===== src/logic/doa_pkg.sv =====
package doa_pkg;

    // input format
    localparam int din_width = 16;
    localparam int parallel = 4;        // bins per beat
    localparam int vector_len = 64;     // fft bins per vector
    localparam int bands = 4;
    localparam int beats_per_band = vector_len / (parallel * bands);
    localparam int band_w = $clog2(bands);

    // correlator and solver widths
    localparam int acc_width = 48;
    localparam int acc_shift = 16;      // applied at dump time
    localparam int la_width = 24;
    localparam int dout_width = 26;
    localparam int fifo_depth = 8;

    typedef logic signed [din_width-1:0] sample_t;

    typedef struct packed {
        logic                   valid;
        sample_t [parallel-1:0] re1;     // antenna 1
        sample_t [parallel-1:0] im1;
        sample_t [parallel-1:0] re2;     // antenna 2
        sample_t [parallel-1:0] im2;
    } din_beat_t;

    typedef struct packed {
        logic signed [la_width-1:0] r11;
        logic signed [la_width-1:0] r22;
        logic signed [la_width-1:0] r12_re;
        logic signed [la_width-1:0] r12_im;
        logic [band_w-1:0]          band;
        logic                       sat;     // one of the four words clipped
    } band_corr_t;

    typedef struct packed {
        logic signed [dout_width-1:0] lamb1;
        logic signed [dout_width-1:0] lamb2;
        logic signed [dout_width-1:0] eigen1_y;
        logic signed [dout_width-1:0] eigen2_y;
        logic signed [dout_width-1:0] eigen_x;
        logic [band_w-1:0]            band;
        logic                         error;
    } doa_result_t;

    // clamp a shifted accumulator into la_width, flag when clipped
    function automatic logic signed [la_width-1:0] sat_la(
        input  logic signed [acc_width-1:0] value,
        output logic                        clip
    );
        logic [acc_width-la_width:0] top_bits;
        top_bits = value[acc_width-1:la_width-1];
        clip = !((&top_bits) || !(|top_bits));   // upper bits not all sign
        if (!clip)
            sat_la = value[la_width-1:0];
        else if (value[acc_width-1])
            sat_la = {1'b1, {(la_width-1){1'b0}}};
        else
            sat_la = {1'b0, {(la_width-1){1'b1}}};
    endfunction

endpackage


===== src/logic/band_fifo.sv =====
`timescale 1ns/10ps

module band_fifo import doa_pkg::*; (
    input  logic       clk,
    input  logic       arst_n,
    input  logic       wr,
    input  band_corr_t wdata,
    input  logic       pop,
    output band_corr_t head,
    output logic       empty,
    output logic       full
);

    band_corr_t                     mem [fifo_depth];
    logic [$clog2(fifo_depth)-1:0]  wptr;
    logic [$clog2(fifo_depth)-1:0]  rptr;
    logic [$clog2(fifo_depth):0]    count;
    logic                           push_ok;
    logic                           pop_ok;

    assign push_ok = wr && !full;    // write while full is lost
    assign pop_ok = pop && !empty;

    always_ff @(posedge clk) begin
        if (push_ok)
            mem[wptr] <= wdata;
    end

    always_ff @(posedge clk or negedge arst_n) begin
        if (!arst_n) begin
            wptr <= '0;
            rptr <= '0;
            count <= '0;
        end else begin
            if (push_ok)
                wptr <= wptr + 1'b1;
            if (pop_ok)
                rptr <= rptr + 1'b1;
            case ({push_ok, pop_ok})
                2'b10: count <= count + 1'b1;
                2'b01: count <= count - 1'b1;
                default: count <= count;
            endcase
        end
    end

    assign head = mem[rptr];     // fall-through head
    assign empty = (count == '0);
    assign full = (count == ($clog2(fifo_depth)+1)'(fifo_depth));

    // solver must only pop a valid head
    a_pop_empty: assert property (@(posedge clk) disable iff (!arst_n)
        pop |-> !empty);

endmodule


===== config.mk =====
export PLATFORM = sky130hd
export DESIGN_NAME = band_fifo
export DESIGN_NICKNAME = d
export VERILOG_FILES = /design/src/logic/doa_pkg.sv /design/src/logic/band_fifo.sv
export SDC_FILE = /design/constraint.sdc
export NUM_CORES = 1
export LEC_CHECK = 0
export ABC_AREA = 1
export BUFFER_PORTS_ARGS = -buffer_cell sky130_fd_sc_hd__buf_2
export CAP_MARGIN = 15
export CORE_MARGIN = 2
export CORE_UTILIZATION = 56
export CTS_CLUSTER_SIZE = 24
export DETAILED_ROUTE_END_ITERATION = 10
export PLACE_DENSITY = 0.74
export SYNTH_ARGS = -nofsm -noshare
export SYNTH_HDL_FRONTEND = slang
export SYNTH_SLANG_ARGS = --single-unit

===== constraint.sdc =====
create_clock -name clk -period 13.9 [get_ports clk]
set_clock_uncertainty 0.05 [all_clocks]
set_input_delay 1.39 -clock clk [delete_from_list [all_inputs] [get_ports clk]]
set_output_delay 1.39 -clock clk [all_outputs]
set_load 0.05 [all_outputs]

# Word-level counts from Yosys, hierarchy flattened
# Memory sizes are Yosys's and may differ from the RTL's.
# Index checks and enable logic that the tools add are counted.
[word_totals]
regBits = 10
mem_count = 1
elab_cells = 20
input_bits = 103
ramBits = 792
out_inout_bits = 101
[classes]
n_reduce_logical = 6
add_sub_neg = 4
muxes = 3
eq_ne = 3
[memory_table]
columns = ["name", "depth", "width", "read_ports", "rd_ports_with_merged_regs", "wr", "line_no", "source"]
rows = [
  ["mem", 8, 99, 1, 0, 1, "band_fifo.sv:14", "band_corr_t mem [fifo_depth];"],
]
[ops]
columns = ["operator", "n"]
rows = [
  ["one-hot mux 4 bit (2 select lines)", 1],
  ["adder 3 x 1 -> 3 bit (second input constant)", 2],
  ["adder 4 x 1 -> 4 bit (second input constant)", 1],
  ["equality test 4 bit (second input constant)", 1],
  ["zero test 4 bit", 1],
  ["subtractor 4 x 1 -> 4 bit (second input constant)", 1],
  ["equality test 2 x 1 -> 1 bit (second input constant)", 1],
  ["equality test 2 bit (second input constant)", 1],
  ["logical AND 1 bit", 2],
  ["zero test 1 bit", 2],
  ["2-to-1 mux 1 bit", 2],
  ["nonzero test 2 bit", 1],
]

# Depth between registers and ports, before layout
[logic_depth]
ltp_word = 5
depth_mapped = 12
depth_no_buf = 12

# Least setup slack after synthesis
# OpenSTA, ideal clock, no wires.
[synth_timing]
path_kind = "in2reg"
startpoint = "input wr"
endpoint = "memory mem[4][0] (netlist name) (enable)"
path_buffers = 1
setup_ns = 0.679
cell_stages = 3
setup_slack_ns = 4.822
t_arrival_ns = 8.349
t_required_ns = 13.171
cell_sequence = "nand2_1 buf_2 nor3_1"
[synth_via]
elab_chain_cells = 3
[synth_lines]
columns = ["element", "line_no", "source"]
rows = [
  ["start: declaration", "band_fifo.sv:6", "input logic wr,"],
  ["logical AND 1 bit", "band_fifo.sv:21", "assign push_ok = wr && !full;"],
  ["2-to-1 mux 1 bit", "band_fifo.sv:25", "if (push_ok)"],
  ["2-to-1 mux 1 bit (implied by the code)", "band_fifo.sv:26", "mem[wptr] <= wdata;"],
  ["end: declaration", "band_fifo.sv:14", ""],
]
# No other way between the ends.

==> out/metrics.csv <==
stage;metric;value;unit
place;dp_hpwl;35900;um
layout;drive_above_1_share;9.55;%
worst_setup_path;worstSetupStartpointType;register;
place;io_buffers;203;
clock_tree;postCtsSetupRepairBufs;0;
synthesis;syn_area_per_cell;9.90;sq um
floorplan;die-height;253;um
layout;final_nets;3773;
routing;drc;0;
place;placed_cell_area;0.0360;sq mm
synthesis;synth_seq_area_share;69.4;%
layout;synthToLayoutAreaGrowth;11.6;%
outcome;outcome;finished clean;
synthesis;synth_fp_nets;3610;
clock_tree;cts.clk_slew.worst_paths;60;ps
floorplan;fp-row-count;91;
routing;detailedRoute.firstPassIterationCount;5;
routing;initialDrtViolationCount;1639;
floorplan;design.die.area;0.0639;sq mm
timing;grt_setup_unrepaired;no;
synthesis;netlist_area;0.0346;sq mm
floorplan;num_io_pins;204;
place;dp_cells;4368;
global_routing;grt_start_max_net_pins;273;
timing;top_achievable_clock_speed;169;MHz
place;finalWeightedCongestion;0.745;
place;dpl_worst_slack;8750;ps
synthesis;postSynthRegisterBits;802;
synthesis;post_synth_num_cell_types;19;
timing;hold_viol_final;0;
worst_hold_path;holdCritPathClass;register to register;
global_routing;total_grt_overflow;0;
routing;finalWirelength;71800;um
clock_tree;clk_latency;620;ps
routing;via_per_inst;4.92;
pwr;power-per-cell-area;231;mW/mm^2
routing;route.antenna.remaining_nets;0;
pwr;ir_worst_vdd;0.000200;V
worst_setup_path;critPathMaxStageDelay;970;ps
worst_setup_path;worst-path-max-fanout;110;
floorplan;floorplan.initialDensity;56.3;%
worst_setup_path;setup.worst_path.end_class;primary output;
routing;vias;22300;
layout;stdcell_count;4523;
worst_setup_path;cp_cell_sequence;buf_4 > buf_4 > nor2_1 > nor2_1 > nand2_1 > nand2_1 > nand2_1 > nand2_1 > buf_2;
clock_tree;post_cts.resized_instances;0;
worst_setup_path;cp_common_cell;sky130_fd_sc_hd__nand2_1;
synthesis;netlist_instances;3501;
clock_tree;tritoncts_clock_tree;built;
global_routing;grt_first_pass_wirelength;110000;um
clock_tree;cts.htree.levels;3;
global_routing;grt.total_usage;22.6;%
floorplan;core_area;0.0615;sq mm
clock_tree;numCtsBuffers;83;
clock_tree;ctsLongestPathBuffers;3;
worst_setup_path;critical_path_class;register to primary output;
clock_tree;cts_sinks;802;
floorplan;die_x;253;um
clock_tree;clockRootBuffer;sky130_fd_sc_hd__clkbuf_16;
clock_tree;cts_hold_repair.buffers;0;
timing;fin_tns_setup;0;ps
pwr;power.static_leakage;16.9;nW
timing;setup-violations-final;0;
layout;post-route-cell-area;0.0387;sq mm
timing;period_minus_slack;5930;ps
timing;tightest_slew;1110;ps
timing;fin_ws;7970;ps
worst_setup_path;cp.arrival;4490;ps
flow_run;drv_cap;0;
worst_setup_path;worst-endpoint-required;12460;ps
worst_setup_path;slowest_stage;sky130_fd_sc_hd__dfrtp_4;
synthesis;ys_warn_count;0;
timing;finalMaxSlewViolations;0;
global_routing;grt_antenna_before_repair;15;
timing;max-slew-margin-rel;26.3;%
timing;min_period_over_period;42.7;%
routing;wire_per_inst;15.9;um
global_routing;via_count_of_the_first_global_routing_pass;20700;
## cells in the final DEF, fill, tap and decap left out, types with 8 or more instances in the layout
cell / count
sky130_fd_sc_hd__clkbuf_1: 24
sky130_fd_sc_hd__buf_2: 203
sky130_fd_sc_hd__clkinv_1: 12
sky130_fd_sc_hd__nor2_1: 794
sky130_fd_sc_hd__clkbuf_16: 87
sky130_fd_sc_hd__nor3_2: 8
sky130_fd_sc_hd__buf_4: 24
sky130_fd_sc_hd__edfxtp_1: 792
sky130_fd_sc_hd__clkinv_2: 14
sky130_fd_sc_hd__inv_1: 409
sky130_fd_sc_hd__nand2_1: 1311
## worst paths after layout
kind	start	to	slack, ps	cells past startpoint
max in group asynchronous	arst_n	rptr[2]$_DFFE_PN0P_	12900	1
hold / removal	count[3]$_DFFE_PN0P_	count[3]$_DFFE_PN0P_	480	2
hold reg to reg	count[3]$_DFFE_PN0P_	count[3]$_DFFE_PN0P_	480	2
setup / recovery	rptr[0]$_DFFE_PN0P_	head[46]	7970	9
min in group asynchronous	arst_n	count[3]$_DFFE_PN0P_	610	1
setup reg to reg	count[0]$_DFFE_PN0P_	mem[2][64]$_DFFE_PP_	10630	6
## worst max-delay path, delay by kind of cell (launching register included)
family        cells  cell delay (ps)
buf+inv           3             2090
flops             1              970
simple gates      6              670
## cells by family (layout without fill, tap and decap cells)
kind of cell | count (synthesis) | in the layout | synth area share [%]
simple gates | 2119 | 2119 | 23.0
xor+xnor | 6 | 6 | 0.152
buf+inv | 564 | 789 | 7.17
fa+ha+maj | 6 | 6 | 0.238
flops | 802 | 802 | 69.4
other cells | 0 | 7 | 0
compound gates | 4 | 4 | 0.0578
## report_power, final
part	switching, mW	internal [mW]	leakage [nW]
Sequential	0.161	3.03	7.31
Clock	0.867	1.26	1.28
Combinational	2.76	0.872	8.28
Total	3.79	5.16	16.9
## cell usage after synthesis, drive strengths merged
cell    instances  area (sq um)
o21ai           4          20.0
nand3           5          25.0
buf           150           931
nand2        1311          4920
clkbuf          3          11.3
inv           411          1540
dfrtp          10           250
xor2            2          17.5
or2             1          6.26
edfxtp        792         23800
ha              5          62.6
nor3            8          40.0
xnor2           4          35.0
fa              1          20.0
nor2          794          2980
## metal layers
metal | global-route usage (%) | share of wire [%] | routed length (um) | vias to the layer above
met3 | 4.05 | 6.5 | 4680 | 123
li1 | - | - | - | 11200
met2 | 37.7 | 49 | 35000 | 585
met4 | 7.40 | 1.9 | 1360 | 18
met5 | 0 | 0.14 | 104 | -
met1 | 30.3 | 43 | 30700 | 10400
## area by class of cell
type	instances	area (sq um)
flip-flops and latches	802	24000
fillers	4712	22800
multi-input cells	2135	8170
clock buffers	113	2290
inverters	411	1550
repair buffers	231	1280
well taps	790	988
clock inverters	34	312
diodes	7	17.5
## metrics by stage
| step | util [%] | power (mW) | hold WS, ps |
|---|---|---|---|
| final | 62.9 | 8.95 | 481 |
| after global routing | 62.9 | 9.49 | 503 |
| after CTS | 62.8 | 9.00 | 478 |
| after detailed placement | 58.6 | 6.87 | 464 |
| after global placement | 58.6 | 6.81 | 457 |
| after floorplan | - | 6.15 | 428 |
## registers in the layout, summed over array words and instances, names as in the netlist
| register | count |
|---|---|
| rptr | 3 |
| mem | 792 |
| wptr | 3 |
| count | 4 |
Power figures use the tool's default switching activity.
