### src/logic/doa_pkg.sv
package doa_pkg;

    // input format
    localparam int din_width = 16;
    localparam int parallel = 4;        // bins per beat
    localparam int vector_len = 64;     // fft bins per vector
    localparam int bands = 4;
    localparam int beats_per_band = vector_len / (parallel * bands);
    localparam int band_w = $clog2(bands);

    // correlator and solver widths
    localparam int acc_width = 48;
    localparam int acc_shift = 16;      // applied at dump time
    localparam int la_width = 24;
    localparam int dout_width = 26;
    localparam int fifo_depth = 8;

    typedef logic signed [din_width-1:0] sample_t;

    typedef struct packed {
        logic                   valid;
        sample_t [parallel-1:0] re1;     // antenna 1
        sample_t [parallel-1:0] im1;
        sample_t [parallel-1:0] re2;     // antenna 2
        sample_t [parallel-1:0] im2;
    } din_beat_t;

    typedef struct packed {
        logic signed [la_width-1:0] r11;
        logic signed [la_width-1:0] r22;
        logic signed [la_width-1:0] r12_re;
        logic signed [la_width-1:0] r12_im;
        logic [band_w-1:0]          band;
        logic                       sat;     // one of the four words clipped
    } band_corr_t;

    typedef struct packed {
        logic signed [dout_width-1:0] lamb1;
        logic signed [dout_width-1:0] lamb2;
        logic signed [dout_width-1:0] eigen1_y;
        logic signed [dout_width-1:0] eigen2_y;
        logic signed [dout_width-1:0] eigen_x;
        logic [band_w-1:0]            band;
        logic                         error;
    } doa_result_t;

    // clamp a shifted accumulator into la_width, flag when clipped
    function automatic logic signed [la_width-1:0] sat_la(
        input  logic signed [acc_width-1:0] value,
        output logic                        clip
    );
        logic [acc_width-la_width:0] top_bits;
        top_bits = value[acc_width-1:la_width-1];
        clip = !((&top_bits) || !(|top_bits));   // upper bits not all sign
        if (!clip)
            sat_la = value[la_width-1:0];
        else if (value[acc_width-1])
            sat_la = {1'b1, {(la_width-1){1'b0}}};
        else
            sat_la = {1'b0, {(la_width-1){1'b1}}};
    endfunction

endpackage

### src/logic/hermitian_eig2.sv
`timescale 1ns/10ps

module hermitian_eig2 import doa_pkg::*; (
    input  logic        clk,
    input  logic        arst_n,
    input  band_corr_t  head,
    input  logic        empty,
    output logic        pop,
    output doa_result_t res,
    output logic        res_valid
);

    typedef enum logic [2:0] {
        st_idle,
        st_load,
        st_disc,
        st_root,
        st_output
    } state_t;

    state_t                        state;
    band_corr_t                    op;           // operands of the band in flight
    logic signed [la_width:0]      sum_w;
    logic signed [la_width:0]      diff_w;
    logic signed [la_width-1:0]    t_q;
    logic signed [la_width-1:0]    h_q;
    logic [acc_width-1:0]          d;
    logic                          sq_start;
    logic                          sq_done;
    logic [la_width-1:0]           root;
    logic signed [dout_width-1:0]  s_w;
    logic signed [dout_width-1:0]  lamb1;
    logic signed [dout_width-1:0]  lamb2;

    assign pop = (state == st_idle) && !empty;

    assign sum_w = op.r11 + op.r22;
    assign diff_w = op.r11 - op.r22;

    // h^2 + |r12|^2, always non-negative
    assign d = h_q * h_q + op.r12_re * op.r12_re + op.r12_im * op.r12_im;
    assign sq_start = (state == st_disc);

    isqrt_seq u_isqrt (
        .clk      (clk),
        .arst_n   (arst_n),
        .start    (sq_start),
        .radicand (d),
        .root     (root),
        .done     (sq_done)
    );

    assign s_w = {{(dout_width-la_width){1'b0}}, root};
    assign lamb1 = t_q + s_w;
    assign lamb2 = t_q - s_w;

    always_ff @(posedge clk or negedge arst_n) begin
        if (!arst_n) begin
            state <= st_idle;
        end else begin
            case (state)
                st_idle: if (!empty) state <= st_load;
                st_load: state <= st_disc;
                st_disc: state <= st_root;
                st_root: if (sq_done) state <= st_output;
                st_output: state <= st_idle;
                default: state <= st_idle;
            endcase
        end
    end

    always_ff @(posedge clk) begin
        if (pop)
            op <= head;
        if (state == st_load) begin
            t_q <= sum_w[la_width:1];    // (r11+r22)/2
            h_q <= diff_w[la_width:1];   // (r11-r22)/2
        end
        if (state == st_root && sq_done) begin
            res.lamb1 <= lamb1;
            res.lamb2 <= lamb2;
            res.eigen1_y <= lamb1 - op.r11;
            res.eigen2_y <= lamb2 - op.r11;
            res.eigen_x <= op.r12_re;
            res.band <= op.band;
            res.error <= op.sat;
        end
    end

    assign res_valid = (state == st_output);

    // no second pop until the result of the first has left, 27 cycles on
    a_pop_idle: assert property (@(posedge clk) disable iff (!arst_n)
        pop |=> (!pop [*26]) ##1 (res_valid && !pop));

endmodule

### src/logic/isqrt_seq.sv
`timescale 1ns/10ps

module isqrt_seq import doa_pkg::*; (
    input  logic                 clk,
    input  logic                 arst_n,
    input  logic                 start,
    input  logic [acc_width-1:0] radicand,
    output logic [la_width-1:0]  root,
    output logic                 done
);

    logic [acc_width-1:0]         rad_q, rad_in, rad_nx;
    logic [la_width+1:0]          rem_q, rem_in, rem_nx;
    logic [la_width-1:0]          root_q, root_in, root_nx;
    logic [la_width+3:0]          rem_sh, trial, diff;
    logic [$clog2(la_width)-1:0]  cnt;
    logic                         busy;

    // one restoring step, the start cycle already does the first bit
    always_comb begin
        rad_in = start ? radicand : rad_q;
        rem_in = start ? '0 : rem_q;
        root_in = start ? '0 : root_q;
        rem_sh = {rem_in, rad_in[acc_width-1 -: 2]};
        trial = {2'b00, root_in, 2'b01};     // 4*root + 1
        diff = rem_sh - trial;
        if (rem_sh >= trial) begin
            rem_nx = diff[la_width+1:0];
            root_nx = {root_in[la_width-2:0], 1'b1};
        end else begin
            rem_nx = rem_sh[la_width+1:0];
            root_nx = {root_in[la_width-2:0], 1'b0};
        end
        rad_nx = rad_in << 2;
    end

    always_ff @(posedge clk) begin
        if (start || busy) begin
            rad_q <= rad_nx;
            rem_q <= rem_nx;
            root_q <= root_nx;
        end
    end

    always_ff @(posedge clk or negedge arst_n) begin
        if (!arst_n) begin
            busy <= 1'b0;
            cnt <= '0;
            done <= 1'b0;
        end else begin
            done <= busy && (cnt == 1);    // last bit settles now
            if (start && !busy) begin
                busy <= 1'b1;
                cnt <= ($clog2(la_width))'(la_width - 1);
            end else if (busy) begin
                cnt <= cnt - 1'b1;
                if (cnt == 1)
                    busy <= 1'b0;
            end
        end
    end

    assign root = root_q;

endmodule

### config.mk
export PLATFORM = sky130hd
export DESIGN_NAME = hermitian_eig2
export DESIGN_NICKNAME = d
export VERILOG_FILES = /design/src/logic/doa_pkg.sv /design/src/logic/hermitian_eig2.sv /design/src/logic/isqrt_seq.sv
export SDC_FILE = /design/constraint.sdc
export NUM_CORES = 2
export LEC_CHECK = 0
export ABC_AREA = 1
export BUFFER_PORTS_ARGS = -buffer_cell sky130_fd_sc_hd__buf_4
export CORE_MARGIN = 3
export CORE_UTILIZATION = 55
export DETAILED_ROUTE_END_ITERATION = 8
export PLACE_DENSITY = 0.81
export SYNTH_ARGS = -nofsm -noshare
export SYNTH_HDL_FRONTEND = slang
export SYNTH_SLANG_ARGS = --single-unit
### constraint.sdc
create_clock -name clk -period 41 [get_ports clk]
set_clock_uncertainty 0.15 [all_clocks]
set_input_delay 8.2 -clock clk [delete_from_list [all_inputs] [get_ports clk]]
set_output_delay 8.2 -clock clk [all_outputs]
set_load 0.005 [all_outputs]
**Word level (Yosys, flattened, before mapping)**

Cells that the tools add are included.

- $add $sub $neg: 10
- Multipliers: 3
- Order comparisons: 1
- Equal/unequal tests: 7
- Multiplexer cells: 13
- Reductions and logical operators: 10

Operators by type and width:

| cell | count |
|---|---|
| $mul A24 B24 Y48 | 3 |
| $add A48 B48 Y48 | 2 |
| $mux W26 | 2 |
| $sub A26 B24 Y26 | 2 |
| $mux W48 | 1 |
| $ge A28 B26 Y1 | 1 |
| $add A24 B25 Y26 | 1 |
| $sub A24 B25 Y26 | 1 |
| $sub A26 B26 Y26 | 1 |
| $add A24 B24 Y25 | 1 |
| $sub A24 B24 Y25 | 1 |
| $mux W24 | 1 |
| $pmux W3 S4 | 1 |
| $mux W5 | 2 |
| $eq A3 B2 Y1 const B | 2 |
| $mux W3 | 2 |
| $eq A5 B1 Y1 const B | 1 |
| $sub A5 B1 Y5 const B | 1 |
| $logic_and A1 B1 Y1 | 4 |
| $mux W1 | 4 |
| $eq A3 B1 Y1 const B | 1 |
| $eq A3 B3 Y1 const B | 1 |
| $logic_not A3 Y1 | 1 |
| $logic_not A1 Y1 | 2 |
| other kinds (5) | 5 |

- Register bits: 384
- Output and inout port bits: 135

**Logic depth before layout (Yosys ltp)**

- Depth after elaboration: 6
- Depth in mapped cells: 55
- Depth with buffers taken out: 52

**Cells and area by module**

Synthesis repeated with hierarchy kept, for this count alone.

- Cell total of the unflattened synthesis: 8881
- Area total of the unflattened synthesis: 81391.8 sq um

Modules (own cells, without submodules):

| module | times used | cells an instance | area an instance (sq um) | sequential area each (sq um) |
|---|---|---|---|---|
| hermitian_eig2 | 1 | 8094 | 75119.5 | 8393.0 |
| isqrt_seq | 1 | 787 | 6272.3 | 3057.9 |

**Least setup slack after synthesis**

Ideal clock, no wire load.

- Path kind: in2out
- Start: input port empty
- End: output port pop
- Arrival time: 15050 ps
- Required time: 32650 ps
- Path slack: 17600 ps
- Cell stages on the path: 1
- Buffers on the path: 0
- Path through: nor3_1

- Word-level cells in the longest chain between the ends: 2

RTL lines:

| item | RTL line | text |
|---|---|---|
| from (decl) | hermitian_eig2.sv:7 | `input logic empty,` |
| $logic_not A1 Y1 | -- |  |
| $logic_and A1 B1 Y1 | hermitian_eig2.sv:35 | `assign pop = (state == st_idle) && !empty;` |
| to (decl) | hermitian_eig2.sv:8 | `output logic pop,` |

No other way between the ends.

**Final worst setup path**

Same ends and word-level chain as after synthesis.

==> impl_metrics.json <==
{
  "max_freq_mhz": 57.3,
  "core_um2": 142000,
  "path_max_fanout": 18,
  "diodes": 0,
  "status": "finished clean",
  "cp-start-kind": "input pin",
  "grt_max_degree": 76,
  "r2r_slack_ns": 28.22,
  "grtUsageTotal_pct": 27.2,
  "finalSetupViolCount": 0,
  "hold_violations": 0,
  "die_h_um": 384,
  "rsz0062_at_grt": "false",
  "fill_cells": 11200,
  "post_cts_buffers": 0,
  "io_buffers": 236,
  "cts_sinks": 383,
  "end_kind": "primary output",
  "die_w_um": 384,
  "firstDrtPassIters": 8,
  "synth-seq-cells": 383,
  "post-route-period-util_pct": 42.6,
  "h-tree-depth": 2,
  "syn_area_um2": 78700,
  "cp.arrival_ns": 9.10,
  "ff_latch_area_um2": 11500,
  "syn_nets": 10800,
  "finalCriticalPeriod_ns": 17.45,
  "max-cap-violations": 0,
  "worstHoldStart": "op[2]",
  "final_nets": 10900,
  "grt_pass1_vias": 61000,
  "cts_buffer_depth": 3,
  "maxSlewHeadroom_pct": 19.9,
  "dieArea_um2": 148000,
  "dpl.hpwl_um": 165000,
  "final_common_cell": "inv_1",
  "rr_worst_depth": 41,
  "ys_seq_area_share_pct": 14.5,
  "wire_per_inst_um": 18.4,
  "ant_nets": 0,
  "gp_congestion": 0.954,
  "ctsResizeCount": 0,
  "cts_root_buffer": "clkbuf_16",
  "whs_ns": 0.270,
  "cts_made_buffers": 47,
  "antenna_found_initial": 2,
  "criticalPathCategory": "in2out",
  "hold_class": "reg2reg",
  "whs_endpoint": "res[2]",
  "required_ns": 32.65,
  "clock_latency_ns": 0.67,
  "areaGrowthSynthToFinish_pct": 7.13,
  "vias_per_cell": 5.19,
  "rr_endpoint": "u_isqrt.rem_q[6]",
  "cts_tree": "yes",
  "multi_input_area_um2": 55800,
  "syn_area_per_cell_um2": 9.47,
  "final_cell_mix": "2813 x inv_1, 1846 x fa_1, 1323 x nand2_1",
  "start_util_pct": 55.5,
  "drt_iter0_markers": 3786,
  "rows": 138,
  "grt_pass1_wl_um": 316000,
  "synth_warnings": 0,
  "yosysUniqueCellTypes": 59,
  "hold_path_depth": 0,
  "timing.rr.start": "op[3]",
  "drive_gt1_share_pct": 6.04,
  "wirelength_um": 192000,
  "clkSlewWorstSetupHoldPaths_ns": 0.06,
  "ctsHoldBuffers": 0,
  "synthCells": 8314,
  "vias": 54000,
  "grt-ovfl-total": 0,
  "drv_slew": 0,
  "tns_ns": 0,
  "io_pins": 237,
  "worst_pin_slew_ns": 1.20,
  "drc": 0
}
-- cell type report --
| cell class | instances | share of cell area [%] |
|---|---|---|
| timing repair buffer | 322 | 2.87 |
| clock buffer | 60 | 1.50 |
| tap | 1890 | 2.80 |
| multi-input combinational | 4882 | 66.2 |
| sequential | 383 | 13.6 |
| inverter | 2823 | 12.6 |
| clock inverter | 27 | 0.512 |
-- layer usage --
metal | part of all wire, % | routed length, um | GRT usage, % | vias to the layer above
met3 | 11 | 20500 | 7.29 | 422
met4 | 3.7 | 7070 | 8.48 | 2
li1 | - | - | - | 24000
met2 | 47 | 89800 | 44.4 | 2459
met5 | 0.0068 | 13 | 0 | -
met1 | 39 | 74200 | 35.7 | 27100
-- metrics by stage --
stage | cell area [um^2] | setup slack [ns] | cells | utilization (%)
global route | 84300 | 23.49 | 10400 | 59.5
global placement | 82600 | 23.52 | 10300 | 58.3
CTS | 84300 | 23.53 | 10400 | 59.5
detailed placement | 82600 | 23.54 | 10300 | 58.3
finish | 84300 | 23.55 | 10400 | 59.5
floorplan | 78700 | 17.60 | 8314 | -
-- registers in the layout, indices dropped and copies added (netlist names) --
signal and count:
h_q 24, op 99, res 130, state 3, t_q 24, u_isqrt.busy 1, u_isqrt.cnt 5, u_isqrt.done 1
u_isqrt.rad_q 46, u_isqrt.rem_q 26, u_isqrt.root 24
-- worst max path at each step --
stage,from,to,slack [ns],depth (start not counted)
6_report,empty,pop,23.55,4
5_1_grt,empty,pop,23.49,4
4_1_cts,empty,pop,23.53,4
3_3_place_gp,empty,pop,23.52,4
2_1_floorplan,empty,pop,17.60,1
3_5_place_dp,empty,pop,23.54,4
-- worst max-delay path, stage by stage --
cell,delay (ns)
buf_4,0.12
nor3_2,0.14
buf_4,0.40
buf_4,0.21
-- logic make-up (layout without fill, tap and decap cells) --
family | count (synthesis) | after routing | share of synthesized area [%]
compound gates | 522 | 522 | 3.97
xor+xnor | 224 | 224 | 2.49
fa+ha+maj | 2386 | 2386 | 55.5
buf+inv | 3049 | 3232 | 14.6
flops | 383 | 383 | 14.5
simple gates | 1750 | 1750 | 8.88
-- cells in the mapped netlist (all sizes together) --
library cell  number  area (um^2)
ha               540         6760
clkbuf           207          777
nand2           1338         5060
nor4              10         83.8
o21bai            32          267
nor3              20          105
o21ai            167          907
o211ai             2         20.0
xnor2             58          508
a22oi              1         7.51
o221ai             2         17.5
a2111oi            2         18.8
dfrtp             10          250
o21a               7         52.6
o31ai             14          110
nor2             238          913
nand3             93          495
a31o               3         26.3
nand4             14         87.6
o311ai             2         17.5
a21o              15          113
xor2             166         1450
a211oi             7         52.6
a31oi             17          134
or2               32          200
nand3b             5         37.5
a21oi            231         1190
fa              1846        37000
edfxtp           373        11200
a41oi              1         8.76
inv             2823        10600
buf               19          110
a21boi            19          176
Power is left out: the tool's default activity adds up to more than one toggle a clock period on the data nets, which glitch-free logic cannot reach.
